==> src/radar_cfg.svh <==
`ifndef RADAR_CFG_SVH
`define RADAR_CFG_SVH

////////////////////
// register-map words
////////////////////

// one register-map word
`define RADAR_WORD_W 32

// pulse repetition interval, integer word on top, fraction word below
`define RADAR_INTERVAL_INIT 64'h0000_0000_927c_0000

// adc collect length in aclk cycles
`define RADAR_ADC_SAMPLES_INIT 32'd200

// chirp shape defaults
`define RADAR_CHIRP_TUNING_INIT 32'h0000_0001
`define RADAR_CHIRP_COUNTER_MAX_INIT 32'h0000_0fff
`define RADAR_CHIRP_FREQ_OFFSET_INIT 32'h0000_0600
`define RADAR_CHIRP_CTRL_INIT 32'h0000_0020

////////////////////
// sequencer dwells
////////////////////

// cycles spent in process and overhead
`define RADAR_PROCESS_CYCLES 2
`define RADAR_OVERHEAD_CYCLES 2

`endif
==> src/radar_seq_pkg.sv <==
`include "radar_cfg.svh"

package radar_seq_pkg;

  // chirp cycle states
  // 3'b101 and 3'b110 stay unused
  typedef enum logic [2:0] {
    IDLE     = 3'b000,
    ACTIVE   = 3'b001,
    CHIRP    = 3'b010,
    COLLECT  = 3'b011,
    PROCESS  = 3'b100,
    OVERHEAD = 3'b111
  } seq_state_t;

  // longest fixed dwell sets the small counter width
  localparam int unsigned DWELL_MAX =
    (`RADAR_PROCESS_CYCLES > `RADAR_OVERHEAD_CYCLES) ?
    `RADAR_PROCESS_CYCLES : `RADAR_OVERHEAD_CYCLES;
  localparam int unsigned DWELL_W = $clog2(DWELL_MAX + 1);

  // process / overhead down counter
  typedef logic [DWELL_W-1:0] dwell_cnt_t;

endpackage

==> src/radar_word_pkg.sv <==
`include "radar_cfg.svh"

package radar_word_pkg;

  // single register-map word
  typedef logic [`RADAR_WORD_W-1:0] radar_word_t;

  // interval count in aclk cycles, int word above frac word
  typedef logic [2*`RADAR_WORD_W-1:0] interval_t;

  // chirp shape, msb first as on the dac parameter bus
  typedef struct packed {
    radar_word_t ctrl_word;
    radar_word_t freq_offset;
    radar_word_t tuning_coef;
    radar_word_t counter_max;
  } chirp_params_t;

  // cycle timing words
  typedef struct packed {
    radar_word_t interval_int;
    radar_word_t interval_frac;
    radar_word_t adc_samples;
  } timing_cfg_t;

  localparam interval_t INTERVAL_RESET = `RADAR_INTERVAL_INIT;

  localparam chirp_params_t CHIRP_PARAMS_RESET = '{
    ctrl_word:   `RADAR_CHIRP_CTRL_INIT,
    freq_offset: `RADAR_CHIRP_FREQ_OFFSET_INIT,
    tuning_coef: `RADAR_CHIRP_TUNING_INIT,
    counter_max: `RADAR_CHIRP_COUNTER_MAX_INIT
  };

  localparam timing_cfg_t TIMING_CFG_RESET = '{
    interval_int:  INTERVAL_RESET[2*`RADAR_WORD_W-1:`RADAR_WORD_W],
    interval_frac: INTERVAL_RESET[`RADAR_WORD_W-1:0],
    adc_samples:   `RADAR_ADC_SAMPLES_INIT
  };

endpackage

==> src/radar_pulse_ctrl.sv <==
`timescale 1ns/1ps

module radar_pulse_ctrl (
  input  logic                          aclk,
  input  logic                          aresetn,
  // register-map words
  input  radar_word_pkg::chirp_params_t chirp_params_in,
  input  radar_word_pkg::timing_cfg_t   timing_in,
  // shadowed chirp shape to the dac
  output radar_word_pkg::chirp_params_t chirp_params_out,
  // dac handshake levels and strobes
  input  logic                          chirp_ready,
  input  logic                          chirp_active,
  input  logic                          chirp_done,
  output logic                          chirp_init,
  output logic                          chirp_enable,
  // adc capture window
  output logic                          adc_enable
);

  import radar_word_pkg::*;

  // timing words after change filtering
  timing_cfg_t timing_shadowed;

  ////////////////////
  // parameter shadows
  ////////////////////

  // chirp shape goes straight out to the dac
  param_shadow #(
    .payload_t  (chirp_params_t),
    .RESET_VALUE(CHIRP_PARAMS_RESET)
  ) chirp_shadow (
    .aclk   (aclk),
    .aresetn(aresetn),
    .din    (chirp_params_in),
    .dout   (chirp_params_out),
    .updated()
  );

  // interval and sample count feed the sequencer
  param_shadow #(
    .payload_t  (timing_cfg_t),
    .RESET_VALUE(TIMING_CFG_RESET)
  ) timing_shadow (
    .aclk   (aclk),
    .aresetn(aresetn),
    .din    (timing_in),
    .dout   (timing_shadowed),
    .updated()
  );

  ////////////////////
  // chirp cycle
  ////////////////////

  pulse_sequencer i_pulse_sequencer (
    .aclk        (aclk),
    .aresetn     (aresetn),
    .timing      (timing_shadowed),
    .chirp_ready (chirp_ready),
    .chirp_active(chirp_active),
    .chirp_done  (chirp_done),
    .chirp_init  (chirp_init),
    .chirp_enable(chirp_enable),
    .adc_enable  (adc_enable)
  );

endmodule

==> src/pulse_sequencer.sv <==
`timescale 1ns/1ps

`include "radar_cfg.svh"

module pulse_sequencer (
  input  logic                        aclk,
  input  logic                        aresetn,
  input  radar_word_pkg::timing_cfg_t timing,
  input  logic                        chirp_ready,
  input  logic                        chirp_active,
  input  logic                        chirp_done,
  output logic                        chirp_init,
  output logic                        chirp_enable,
  output logic                        adc_enable
);

  import radar_word_pkg::*;
  import radar_seq_pkg::*;

  seq_state_t  state;
  seq_state_t  next_state;

  // limits taken from the shadowed timing words
  interval_t   interval_max;
  radar_word_t collect_max;

  // per-cycle down counters
  interval_t   interval_cnt;
  radar_word_t collect_cnt;
  dwell_cnt_t  process_cnt;
  dwell_cnt_t  overhead_cnt;

  ////////////////////
  // timing limits
  ////////////////////

  // one register stage after the shadow
  // picked up by the counters in the next idle
  always_ff @(posedge aclk) begin
    if (!aresetn) begin
      interval_max <= {TIMING_CFG_RESET.interval_int, TIMING_CFG_RESET.interval_frac};
      collect_max  <= TIMING_CFG_RESET.adc_samples;
    end else begin
      interval_max <= {timing.interval_int, timing.interval_frac};
      collect_max  <= timing.adc_samples;
    end
  end

  ////////////////////
  // dwell counters
  ////////////////////

  // pulse repetition interval counts to zero then waits on ready
  always_ff @(posedge aclk) begin
    if (!aresetn) begin
      interval_cnt <= '0;
    end else if (state == ACTIVE && interval_cnt != '0) begin
      interval_cnt <= interval_cnt - 1'b1;
    end else if (state == IDLE) begin
      interval_cnt <= interval_max;
    end
  end

  // adc collect length
  always_ff @(posedge aclk) begin
    if (!aresetn) begin
      collect_cnt <= '0;
    end else if (state == COLLECT && collect_cnt != '0) begin
      collect_cnt <= collect_cnt - 1'b1;
    end else if (state == IDLE) begin
      collect_cnt <= collect_max;
    end
  end

  // processing dwell
  always_ff @(posedge aclk) begin
    if (!aresetn) begin
      process_cnt <= '0;
    end else if (state == PROCESS && process_cnt != '0) begin
      process_cnt <= process_cnt - 1'b1;
    end else if (state == IDLE) begin
      process_cnt <= dwell_cnt_t'(`RADAR_PROCESS_CYCLES);
    end
  end

  // clean-up dwell before the next idle
  always_ff @(posedge aclk) begin
    if (!aresetn) begin
      overhead_cnt <= '0;
    end else if (state == OVERHEAD && overhead_cnt != '0) begin
      overhead_cnt <= overhead_cnt - 1'b1;
    end else if (state == IDLE) begin
      overhead_cnt <= dwell_cnt_t'(`RADAR_OVERHEAD_CYCLES);
    end
  end

  ////////////////////
  // chirp cycle FSM
  ////////////////////

  always_comb begin
    next_state = state;
    case (state)
      // one cycle here to load the counters
      IDLE: begin
        if (chirp_ready) begin
          next_state = ACTIVE;
        end
      end
      // leave once the interval runs out and the dac is ready
      ACTIVE: begin
        if (chirp_ready && interval_cnt == '0) begin
          next_state = CHIRP;
        end
      end
      // dac signals the end of the chirp
      CHIRP: begin
        if (chirp_done) begin
          next_state = COLLECT;
        end
      end
      // exit on 1 so the stay is exactly the sample count
      COLLECT: begin
        if (collect_cnt == radar_word_t'(1)) begin
          next_state = PROCESS;
        end
      end
      PROCESS: begin
        if (process_cnt == dwell_cnt_t'(1)) begin
          next_state = OVERHEAD;
        end
      end
      OVERHEAD: begin
        if (overhead_cnt == dwell_cnt_t'(1)) begin
          next_state = IDLE;
        end
      end
      // unused codes fall back to idle
      default: begin
        next_state = IDLE;
      end
    endcase
  end

  always_ff @(posedge aclk) begin
    if (!aresetn) begin
      state <= IDLE;
    end else begin
      state <= next_state;
    end
  end

  ////////////////////
  // dac / adc controls
  ////////////////////

  // all three lag the state by one cycle
  // init only on the first chirp cycle before enable is up
  always_ff @(posedge aclk) begin
    if (!aresetn) begin
      chirp_init   <= 1'b0;
      chirp_enable <= 1'b0;
      adc_enable   <= 1'b0;
    end else begin
      chirp_init   <= (state == CHIRP) && !chirp_active && !chirp_enable;
      chirp_enable <= (state == CHIRP);
      adc_enable   <= (state == CHIRP) || (state == COLLECT);
    end
  end

  ////////////////////
  // checks
  ////////////////////

  a_init_one_cycle: assert property (
    @(posedge aclk) disable iff (!aresetn)
    chirp_init |=> !chirp_init
  ) else $error("chirp_init held longer than one cycle");

  // adc capture must cover the whole chirp
  a_enable_in_adc: assert property (
    @(posedge aclk) disable iff (!aresetn)
    chirp_enable |-> adc_enable
  ) else $error("chirp_enable without adc_enable");

  // zero samples would never leave collect
  a_samples_nonzero: assert property (
    @(posedge aclk) disable iff (!aresetn)
    (state == IDLE && chirp_ready) |-> (collect_max != '0)
  ) else $error("zero adc sample count loaded");

endmodule

==> src/param_shadow.sv <==
`timescale 1ns/1ps

`include "radar_cfg.svh"

module param_shadow #(
  parameter type      payload_t   = logic,
  parameter payload_t RESET_VALUE = '0
) (
  input  logic     aclk,
  input  logic     aresetn,
  input  payload_t din,
  output payload_t dout,
  output logic     updated
);

  ////////////////////
  // input stages
  ////////////////////

  // register-map values are quasi-static, two flops settle them
  payload_t stage1;
  payload_t stage2;

  always_ff @(posedge aclk) begin
    if (!aresetn) begin
      stage1 <= RESET_VALUE;
      stage2 <= RESET_VALUE;
    end else begin
      stage1 <= din;
      stage2 <= stage1;
    end
  end

  ////////////////////
  // shadow copy
  ////////////////////

  // load only on change, flag the load for one cycle
  always_ff @(posedge aclk) begin
    if (!aresetn) begin
      dout    <= RESET_VALUE;
      updated <= 1'b0;
    end else if (stage2 != dout) begin
      dout    <= stage2;
      updated <= 1'b1;
    end else begin
      updated <= 1'b0;
    end
  end

  // payload is built from whole register-map words
  initial begin
    assert ($bits(payload_t) % `RADAR_WORD_W == 0)
      else $error("param_shadow payload is not a whole number of words");
  end

  // back-to-back loads need din to have moved three samples back
  a_no_double_update: assert property (
    @(posedge aclk) disable iff (!aresetn)
    (updated ##1 updated) |-> ($past(din, 3) != $past(din, 4))
  ) else $error("param_shadow updated twice with stable input");

endmodule

==> config.mk <==
export PLATFORM = sky130hd
export DESIGN_NAME = radar_pulse_ctrl
export DESIGN_NICKNAME = d
export VERILOG_FILES = /design/src/radar_seq_pkg.sv /design/src/radar_word_pkg.sv /design/src/radar_pulse_ctrl.sv /design/src/pulse_sequencer.sv /design/src/param_shadow.sv
export VERILOG_INCLUDE_DIRS = /design/src
export SDC_FILE = /design/constraint.sdc
export NUM_CORES = 1
export LEC_CHECK = 0
export ABC_AREA = 1
export BUFFER_PORTS_ARGS = -buffer_cell sky130_fd_sc_hd__buf_4
export CORE_MARGIN = 8
export CORE_UTILIZATION = 33
export DETAILED_ROUTE_END_ITERATION = 10
export GPL_TIMING_DRIVEN = 0
export PLACE_DENSITY = 0.61
export SYNTH_ARGS = -nofsm -noshare
export SYNTH_HDL_FRONTEND = slang
export SYNTH_HIERARCHICAL = 1
export SYNTH_SLANG_ARGS = --single-unit
==> constraint.sdc <==
create_clock -name aclk -period 4.2 [get_ports aclk]
set_input_delay 0.63 -clock aclk [delete_from_list [all_inputs] [get_ports aclk]]
set_output_delay 0.63 -clock aclk [all_outputs]
set_load 0.005 [all_outputs]
Word-level counts from Yosys, hierarchy flattened

Index checks and enable logic that the tools add are counted.

Muxes and demuxes: 14
$mul: 0
Magnitude comparators: 0
Reductions and logical operators: 21
Shift-type cells: 0
$add $sub $neg: 4
Divide/modulo/power cells: 0
Equal/unequal tests: 16
Bitwise operators: 0

Operators by type and width:

| cell                    | number |
|---|---|
| $mux W64                | 2 |
| $ne A128 B128 Y1        | 1 |
| $ne A96 B96 Y1          | 1 |
| $logic_not A64 Y1       | 1 |
| $mux W32                | 2 |
| $reduce_bool A64 Y1     | 1 |
| $sub A64 B1 Y64 const B | 1 |
| $eq A32 B1 Y1 const B   | 1 |
| $reduce_bool A32 Y1     | 1 |
| $sub A32 B1 Y32 const B | 1 |
| $mux W3                 | 6 |
| $pmux W3 S6             | 1 |
| $ne A2 B2 Y1 const B    | 6 |
| $reduce_bool A2 Y1      | 6 |
| $logic_and A1 B1 Y1     | 7 |
| $eq A3 B2 Y1 const B    | 2 |
| $eq A3 B3 Y1 const B    | 2 |
| $mux W2                 | 3 |
| $reduce_and A6 Y1       | 1 |
| $eq A2 B1 Y1 const B    | 2 |
| $sub A2 B1 Y2 const B   | 2 |
| $eq A3 B1 Y1 const B    | 1 |
| $logic_not A3 Y1        | 1 |
| $logic_not A1 Y1        | 2 |
| $logic_or A1 B1 Y1      | 1 |

RAM bits: 0
Word-level logic and storage cells: 86
Memories kept: 0
Register bits: 874
Bits in read-only memories: 0
Output and inout port bits: 131
Bits in latches: 0
Input bits: 229

Depth between registers and ports, before layout

Gate-level depths: netlist of the first run.

Depth after elaboration: 4
Mapped depth: 13
Depth with buffers taken out: 13

Modules after synthesis

Netlist of the first run, hierarchy kept.

By module, submodules not included:

| module                       | area each (µm²) | times used | cells each |
|---|---|---|---|
| param_shadow (chirp_shadow)  | 13056.3         | 1          | 1721 |
| pulse_sequencer              | 10548.9         | 1          | 1667 |
| param_shadow (timing_shadow) | 9851.9          | 1          | 1324 |

Worst setup path before layout of the first run

Ideal clock, no wire load.

Kind: register -> register
From: register i_pulse_sequencer.interval_cnt[0]
To: register i_pulse_sequencer.interval_cnt[36]
Arrival time: 1.568 ns
Period minus slack after synthesis: 1.638 ns
Path buffers: 0
Path slack: 2.562 ns
Setup time: 0.071 ns
Cell stages (with the launch flop): 13
Cells stage by stage: dfxtp_1 -> inv_1 -> ha_1 -> nand2_1 -> nor2_1 -> nand2_1 -> nor2_2 -> nand2_1 -> nand2_1 -> nand2_1 -> nand2_1 -> nand2_1 -> a21oi_1

Longest elaborated chain between the ends: 3
Elaborated cells on any way between the ends: 5
Classes of those cells: add/sub (1); mux (1); reduce/logical (3)

RTL lines:

| element                                                                 | RTL line              | RTL |
|---|---|---|
| from (decl)                                                             | pulse_sequencer.sv:28 | `interval_t interval_cnt;` |
| from (signal assigned)                                                  | pulse_sequencer.sv:58 | `interval_cnt <= interval_cnt - 1'b1;` |
| from (signal assigned)                                                  | pulse_sequencer.sv:60 | `interval_cnt <= interval_max;` |
| parallel branches: the longest is 3 deep, another holds $sub A64 B1 Y64 | -                     |  |

Parallel ways; which one is timed is not known.
A chain may end at the register's enable or synchronous reset.

Worst setup path after layout of the first run

Ends and elaborated chain as after synthesis.

==> impl_metrics.env, run 1 <==
export IMPL_arrival_ns=2.78
export IMPL_final_setup_viol_count=0
export IMPL_pre_cts_ws_ns=1.61
export IMPL_clk_transition_reported_paths_ns=0.06
export IMPL_track_usage=0.154
export IMPL_syn2layout_area_growth_pct=24.7
export IMPL_cp_end_kind="register"
export IMPL_ios=360
export IMPL_worstHoldStart="chirp_active"
export IMPL_drc=0
export IMPL_hold_buffers=0
export IMPL_cts_root_buf="clkbuf_16"
export IMPL_ys_warn_count=6
export IMPL_min_path_type="input pin to register"
export IMPL_fill_cells=8943
export IMPL_crit_type="register to register"
export IMPL_netlist_area_mm2=0.0294
export IMPL_die_y_um=314
export IMPL_detailed_place_hpwl_mm=58.8
export IMPL_leakage_nw=21.0
export IMPL_wl_per_cell_um=14.3
export IMPL_max_slew_margin_rel=0.214
export IMPL_first_pass_iters=5
export IMPL_maxCapViolCount=0
export IMPL_drv_slew=0
export IMPL_dieArea_mm2=0.0988
export IMPL_drtIter0Drc=1106
export IMPL_status="finished clean"
export IMPL_worstReg2RegStart="i_pulse_sequencer/interval_cnt[0]$_SDFFE_PN0P_"
export IMPL_period_share=0.547
export IMPL_cts_tree="yes"
export IMPL_final_cells=5420
export IMPL_drive_gt1_frac=0.157
export IMPL_total_power_mw=22.6
export IMPL_fin_skew_ns=0.0221
export IMPL_worstSkewPairLatency_ns=0.63
export IMPL_wirelength_mm=77.3
export IMPL_required_ns=4.68
export IMPL_startpoint_type="register"
export IMPL_fin_setup_tns_ns=0
export IMPL_reg2reg_slack_ns=1.90
export IMPL_fmax_ghz=0.435
export IMPL_start_util=0.333
export IMPL_cp_max_fo=6
export IMPL_syn_inst=3725
export IMPL_cts_resized=0
export IMPL_syn_num_nets=3963
export IMPL_coreArea_mm2=0.0882
export IMPL_die_w_um=314
export IMPL_first_global_vias=21800
export IMPL_antenna_found_initial=13
export IMPL_dpl_cell_area_mm2=0.0335
export IMPL_layout_setup_ws_ns=1.90
export IMPL_cts_max_level=3
export IMPL_grt_max_degree=16
export IMPL_std_cell_rows=109
export IMPL_route_vias_total=22100
export IMPL_avgSynthCellArea_um2=7.88
export IMPL_hold_viol=0
export IMPL_place_gp_congestion=0.925
export IMPL_post_cts_buffers=0
export IMPL_overflow=0
export IMPL_nets=4413
export IMPL_grt_pass1_wl_mm=119
export IMPL_crit_start="i_pulse_sequencer/interval_cnt[0]$_SDFFE_PN0P_"
export IMPL_ant_nets=0
export IMPL_cts_buffers_inserted=89
export IMPL_p_per_area_mw_per_mm2=618
export IMPL_peakVddDrop_uv=362
export IMPL_clockBufferDepth=3
export IMPL_period_needed_ns=2.30
export IMPL_finalInstanceArea_mm2=0.0366
export IMPL_cts_num_sinks=874
export IMPL_grt_setup_unrepaired="false"
export IMPL_dp_cells=5249
export IMPL_routed_via_density=4.08
export IMPL_io_buffers=359
export IMPL_tightest_slew_ns=1.18
-- metal layers --
layer	part of all wire	GRT usage	up-vias
li1	-	-	11600
met1	0.40	0.173	9869
met2	0.47	0.267	533
met3	0.095	0.0606	125
met4	0.025	0.0449	10
met5	0.00087	0	-
-- critical path, cell delays in order, from the launching register on --
cell and delay [ns]:
dfxtp_1 0.31, inv_1 0.11, ha_1 0.25, nand2_1 0.18
nor2_1 0.30, nand2_1 0.21, nor2_2 0.40, nand3_1 0.12
nand2_1 0.09, nand2_1 0.05, nand2_1 0.06, a21oi_1 0.06
-- placed cells by master, fill, tap and decap left out, drive strengths merged --
| cell type | instances |
|---|---|
| or2 | 46 |
| a31oi | 6 |
| o22ai | 1 |
| nor2 | 257 |
| nor3b | 1 |
| xnor2 | 23 |
| clkbuf | 152 |
| o21bai | 4 |
| dfxtp | 874 |
| bufinv | 11 |
| clkinvlp | 8 |
| nor4 | 1 |
| ha | 9 |
| nand3b | 22 |
| a221oi | 1 |
| nand4 | 9 |
| nor3 | 6 |
| buf | 451 |
| a21oi | 74 |
| o211ai | 1 |
| clkinv | 28 |
| diode | 7 |
| xor2 | 18 |
| inv | 846 |
| a211oi | 1 |
| nand2 | 1232 |
| nand3 | 98 |
| o21ai | 68 |
-- per-stage QoR --
stage	util	hold slack [ns]
CTS	0.415	0.118
global route	0.415	0.134
detailed placement	0.380	0.386
floorplan	-	0.380
finish	0.415	0.169
global placement	0.380	0.382
-- report_power, final --
part | total (mW) | switching, mW | internal (mW)
registers | 9.23 | 0.395 | 8.83
clock network | 8.15 | 3.36 | 4.79
logic | 5.25 | 3.59 | 1.66
total | 22.6 | 7.34 | 15.3
-- layout make-up --
cell class,count,area (um^2),area share
Multi-Input combinational cell,1878,8050,0.220
Antenna cell,7,17.5,0.000478
Clock inverter,52,693,0.0189
Buffer,132,663,0.0181
Inverter,841,3160,0.0862
Tap cell,1165,1460,0.0398
Sequential cell,874,17500,0.478
Timing Repair Buffer,359,2700,0.0736
Clock buffer,112,2390,0.0654
-- state kept, by name (all words and copies together), names as in the netlist, 3 cells and up --
signal / count
chirp_shadow/dout: 128
chirp_shadow/stage1: 128
chirp_shadow/stage2: 128
i_pulse_sequencer/collect_cnt: 32
i_pulse_sequencer/collect_max: 32
i_pulse_sequencer/interval_cnt: 64
i_pulse_sequencer/interval_max: 64
i_pulse_sequencer/state: 3
timing_shadow/dout: 96
timing_shadow/stage1: 96
timing_shadow/stage2: 96
-- worst paths after layout --
path,cells past startpoint,endpoint
worst max-delay path,11,i_pulse_sequencer/interval_cnt[36]$_SDFFE_PN0P_
worst min-delay path,2,i_pulse_sequencer/chirp_init$_SDFF_PN0_
worst max register to register,11,i_pulse_sequencer/interval_cnt[36]$_SDFFE_PN0P_
worst min register to register,2,chirp_shadow/dout[83]$_SDFFE_PN0P_
(Power assumes the default switching activity.)
==> inputs of run 2 (changes only) <==
Settings changed: ABC_AREA 1 to 0, PLACE_DENSITY 0.61 to 0.63.
Clock period 4.2 ns to 2.1 ns, I/O delays scaled along.
==> run 2 against run 1 <==
The run now ends with setup timing left. First-iteration DRC count shrank 5.2%. Global-route usage is essentially flat. Count of clock-buffer cells in the layout grew 8. Sequential share of layout area shrank 1.4 points. Flip-flop and latch count is the same. Combinational power shrank 39%. Maximum frequency shrank 25%. Hold slack lost 0.072 ns. Critical endpoint is now i_pulse_sequencer/interval_cnt[38]$_SDFFE_PN0P_. Largest power group unchanged. Highest routed layer unchanged.
==> impl_metrics.env, run 2 <==
export IMPL_reg2reg_depth=9
export IMPL_die_y_um=300
export IMPL_first_global_vias=19400
export IMPL_fill_cells=7254
export IMPL_fmax_ghz=0.326
export IMPL_coreArea_mm2=0.0803
export IMPL_drc=0
export IMPL_io_buffers=358
export IMPL_whs_endpoint="chirp_shadow/stage2[26]$_SDFF_PN0_"
export IMPL_grt_pass1_wl_mm=109
export IMPL_routed_via_density=4.49
export IMPL_hold_viol=0
export IMPL_reg2reg_slack_ns=-0.96
export IMPL_hold_ws_ns=0.0966
export IMPL_std_cell_rows=104
export IMPL_syn2layout_area_growth_pct=41.9
export IMPL_crit_type="register to register"
export IMPL_cts_root_buf="clkbuf_16"
export IMPL_hold_path_depth=2
export IMPL_syn_num_nets=2657
export IMPL_cts_max_level=3
export IMPL_clockBufferDepth=3
export IMPL_drive_gt1_frac=0.239
export IMPL_tightest_slew_ns=1.06
export IMPL_overflow=0
export IMPL_r2r_end="i_pulse_sequencer/interval_cnt[38]$_SDFFE_PN0P_"
export IMPL_status="finished, violations left"
export IMPL_first_pass_iters=5
export IMPL_wl_per_cell_um=16.8
export IMPL_drv_slew=0
export IMPL_syn_inst=2419
export IMPL_start_util=0.332
export IMPL_dp_cells=3837
export IMPL_arrival_ns=3.60
export IMPL_final_cells=4304
export IMPL_place_gp_congestion=0.889
export IMPL_cp_end_kind="register"
export IMPL_final_setup_viol_count=97
export IMPL_peakVddDrop_uv=601
export IMPL_avgSynthCellArea_um2=11.0
export IMPL_cts_tree="yes"
export IMPL_drtIter0Drc=1049
export IMPL_antenna_found_initial=20
export IMPL_grt_max_degree=15
export IMPL_reg_top3="chirp_shadow/dout: 128 flops, chirp_shadow/stage1: 128 flops, chirp_shadow/stage2: 128 flops"
export IMPL_dieArea_mm2=0.0901
export IMPL_wirelength_mm=72.1
export IMPL_p_per_area_mw_per_mm2=976
export IMPL_worstReg2RegStart="i_pulse_sequencer/interval_cnt[54]$_SDFFE_PN0P_"
export IMPL_min_path_type="input pin to register"
export IMPL_leakage_nw=15.5
export IMPL_cp_max_fo=10
export IMPL_violations="setup timing"
export IMPL_period_needed_ns=3.06
export IMPL_worstHoldStart="aresetn"
export IMPL_max_slew_margin_rel=0.296
export IMPL_cts_num_sinks=874
export IMPL_ios=360
export IMPL_worstSkewPairLatency_ns=0.64
export IMPL_netlist_area_mm2=0.0266
export IMPL_layout_commonest_cell="dfxtp_1"
export IMPL_grt_setup_unrepaired="true"
export IMPL_route_vias_total=19300
export IMPL_maxCapViolCount=0
export IMPL_nets=3405
export IMPL_die_w_um=300
export IMPL_fin_setup_tns_ns=-61.20
export IMPL_clk_transition_reported_paths_ns=0.06
export IMPL_startpoint_type="register"
export IMPL_cts_buffers_inserted=88
export IMPL_layout_common_cells="dfxtp_1, and2_1, buf_4, dlygate4sd3_1, clkbuf_1"
export IMPL_period_share=1.46
export IMPL_layout_setup_ws_ns=-0.964
export IMPL_detailed_place_hpwl_mm=49.7
export IMPL_ys_warn_count=6
export IMPL_total_power_mw=36.9
export IMPL_track_usage=0.154
export IMPL_ant_nets=0
export IMPL_fin_skew_ns=0.0235
export IMPL_required_ns=2.63
run 2: how the worst max path moves through the flow:
| stage | startpoint | end | slack [ns] | cells past startpoint |
|---|---|---|---|---|
| finish | i_pulse_sequencer/interval_cnt[54]$_SDFFE_PN0P_ | i_pulse_sequencer/interval_cnt[38]$_SDFFE_PN0P_ | -0.96 | 9 |
| global route | i_pulse_sequencer/interval_cnt[50]$_SDFFE_PN0P_ | i_pulse_sequencer/interval_cnt[42]$_SDFFE_PN0P_ | -0.97 | 9 |
| CTS | i_pulse_sequencer/interval_cnt[37]$_SDFFE_PN0P_ | i_pulse_sequencer/interval_cnt[45]$_SDFFE_PN0P_ | -0.86 | 8 |
| detailed placement | i_pulse_sequencer/interval_cnt[33]$_SDFFE_PN0P_ | i_pulse_sequencer/interval_cnt[62]$_SDFFE_PN0P_ | -1.16 | 8 |
| global placement | i_pulse_sequencer/interval_cnt[50]$_SDFFE_PN0P_ | i_pulse_sequencer/interval_cnt[43]$_SDFFE_PN0P_ | -1.12 | 8 |
| floorplan | i_pulse_sequencer/interval_cnt[33]$_SDFFE_PN0P_ | i_pulse_sequencer/interval_cnt[47]$_SDFFE_PN0P_ | -0.73 | 9 |
run 2: metal layers:
metal | vias up | global-route usage | part of all wire
met5 | - | 0 | 0.0021
met4 | 24 | 0.0575 | 0.032
met1 | 8999 | 0.170 | 0.38
met3 | 178 | 0.0468 | 0.080
met2 | 638 | 0.275 | 0.50
li1 | 9469 | - | -
run 2: through the flow:
stage               cell area, um^2   util  worst slack, ns
floorplan                     26800      -           -0.730
global placement              30800  0.384            -1.12
detailed placement            30800  0.384            -1.16
CTS                           37100  0.462           -0.855
global route                  37800  0.471           -0.975
finish                        37800  0.471           -0.964
run 2: what timing repair did:
| action | in CTS | in global routing |
|---|---|---|
| resized for setup | 156 | 116 |
| buffers inserted | 51 | 25 |
| cloned | 3 | 1 |
| setup endpoints to repair | 98 | 98 |
| pin swaps | 56 | 62 |
| hold buffers | 225 | 0 |
| hold endpoints to repair | 225 | 0 |
run 2: critical path, stage by stage, from the launching register on:
cell     delay [ns]
dfxtp_1        0.38
nor4_1         0.68
nand4_1        0.41
or4_4          0.56
o21a_4         0.27
buf_12         0.14
nor2_4         0.13
buf_8          0.17
o21ai_1        0.09
a21oi_1        0.14
run 2: power by group:
group          switching [mW]  total (mW)  internal (mW)  leakage, nW
Sequential              0.246        17.5           17.2         7.18
Clock                    6.58        16.2           9.66         1.52
Combinational            1.60        3.19           1.59         6.83
run 2: final cells by class:
cell class	count	area (um^2)	area share
Sequential cell	874	17500	0.463
Clock buffer	120	2500	0.0662
Clock inverter	40	561	0.0148
Buffer	127	644	0.0170
Inverter	16	60.1	0.00159
Timing Repair Buffer	659	5660	0.150
Multi-Input combinational cell	1401	9520	0.252
Antenna cell	7	17.5	0.000463
Tap cell	1060	1330	0.0351
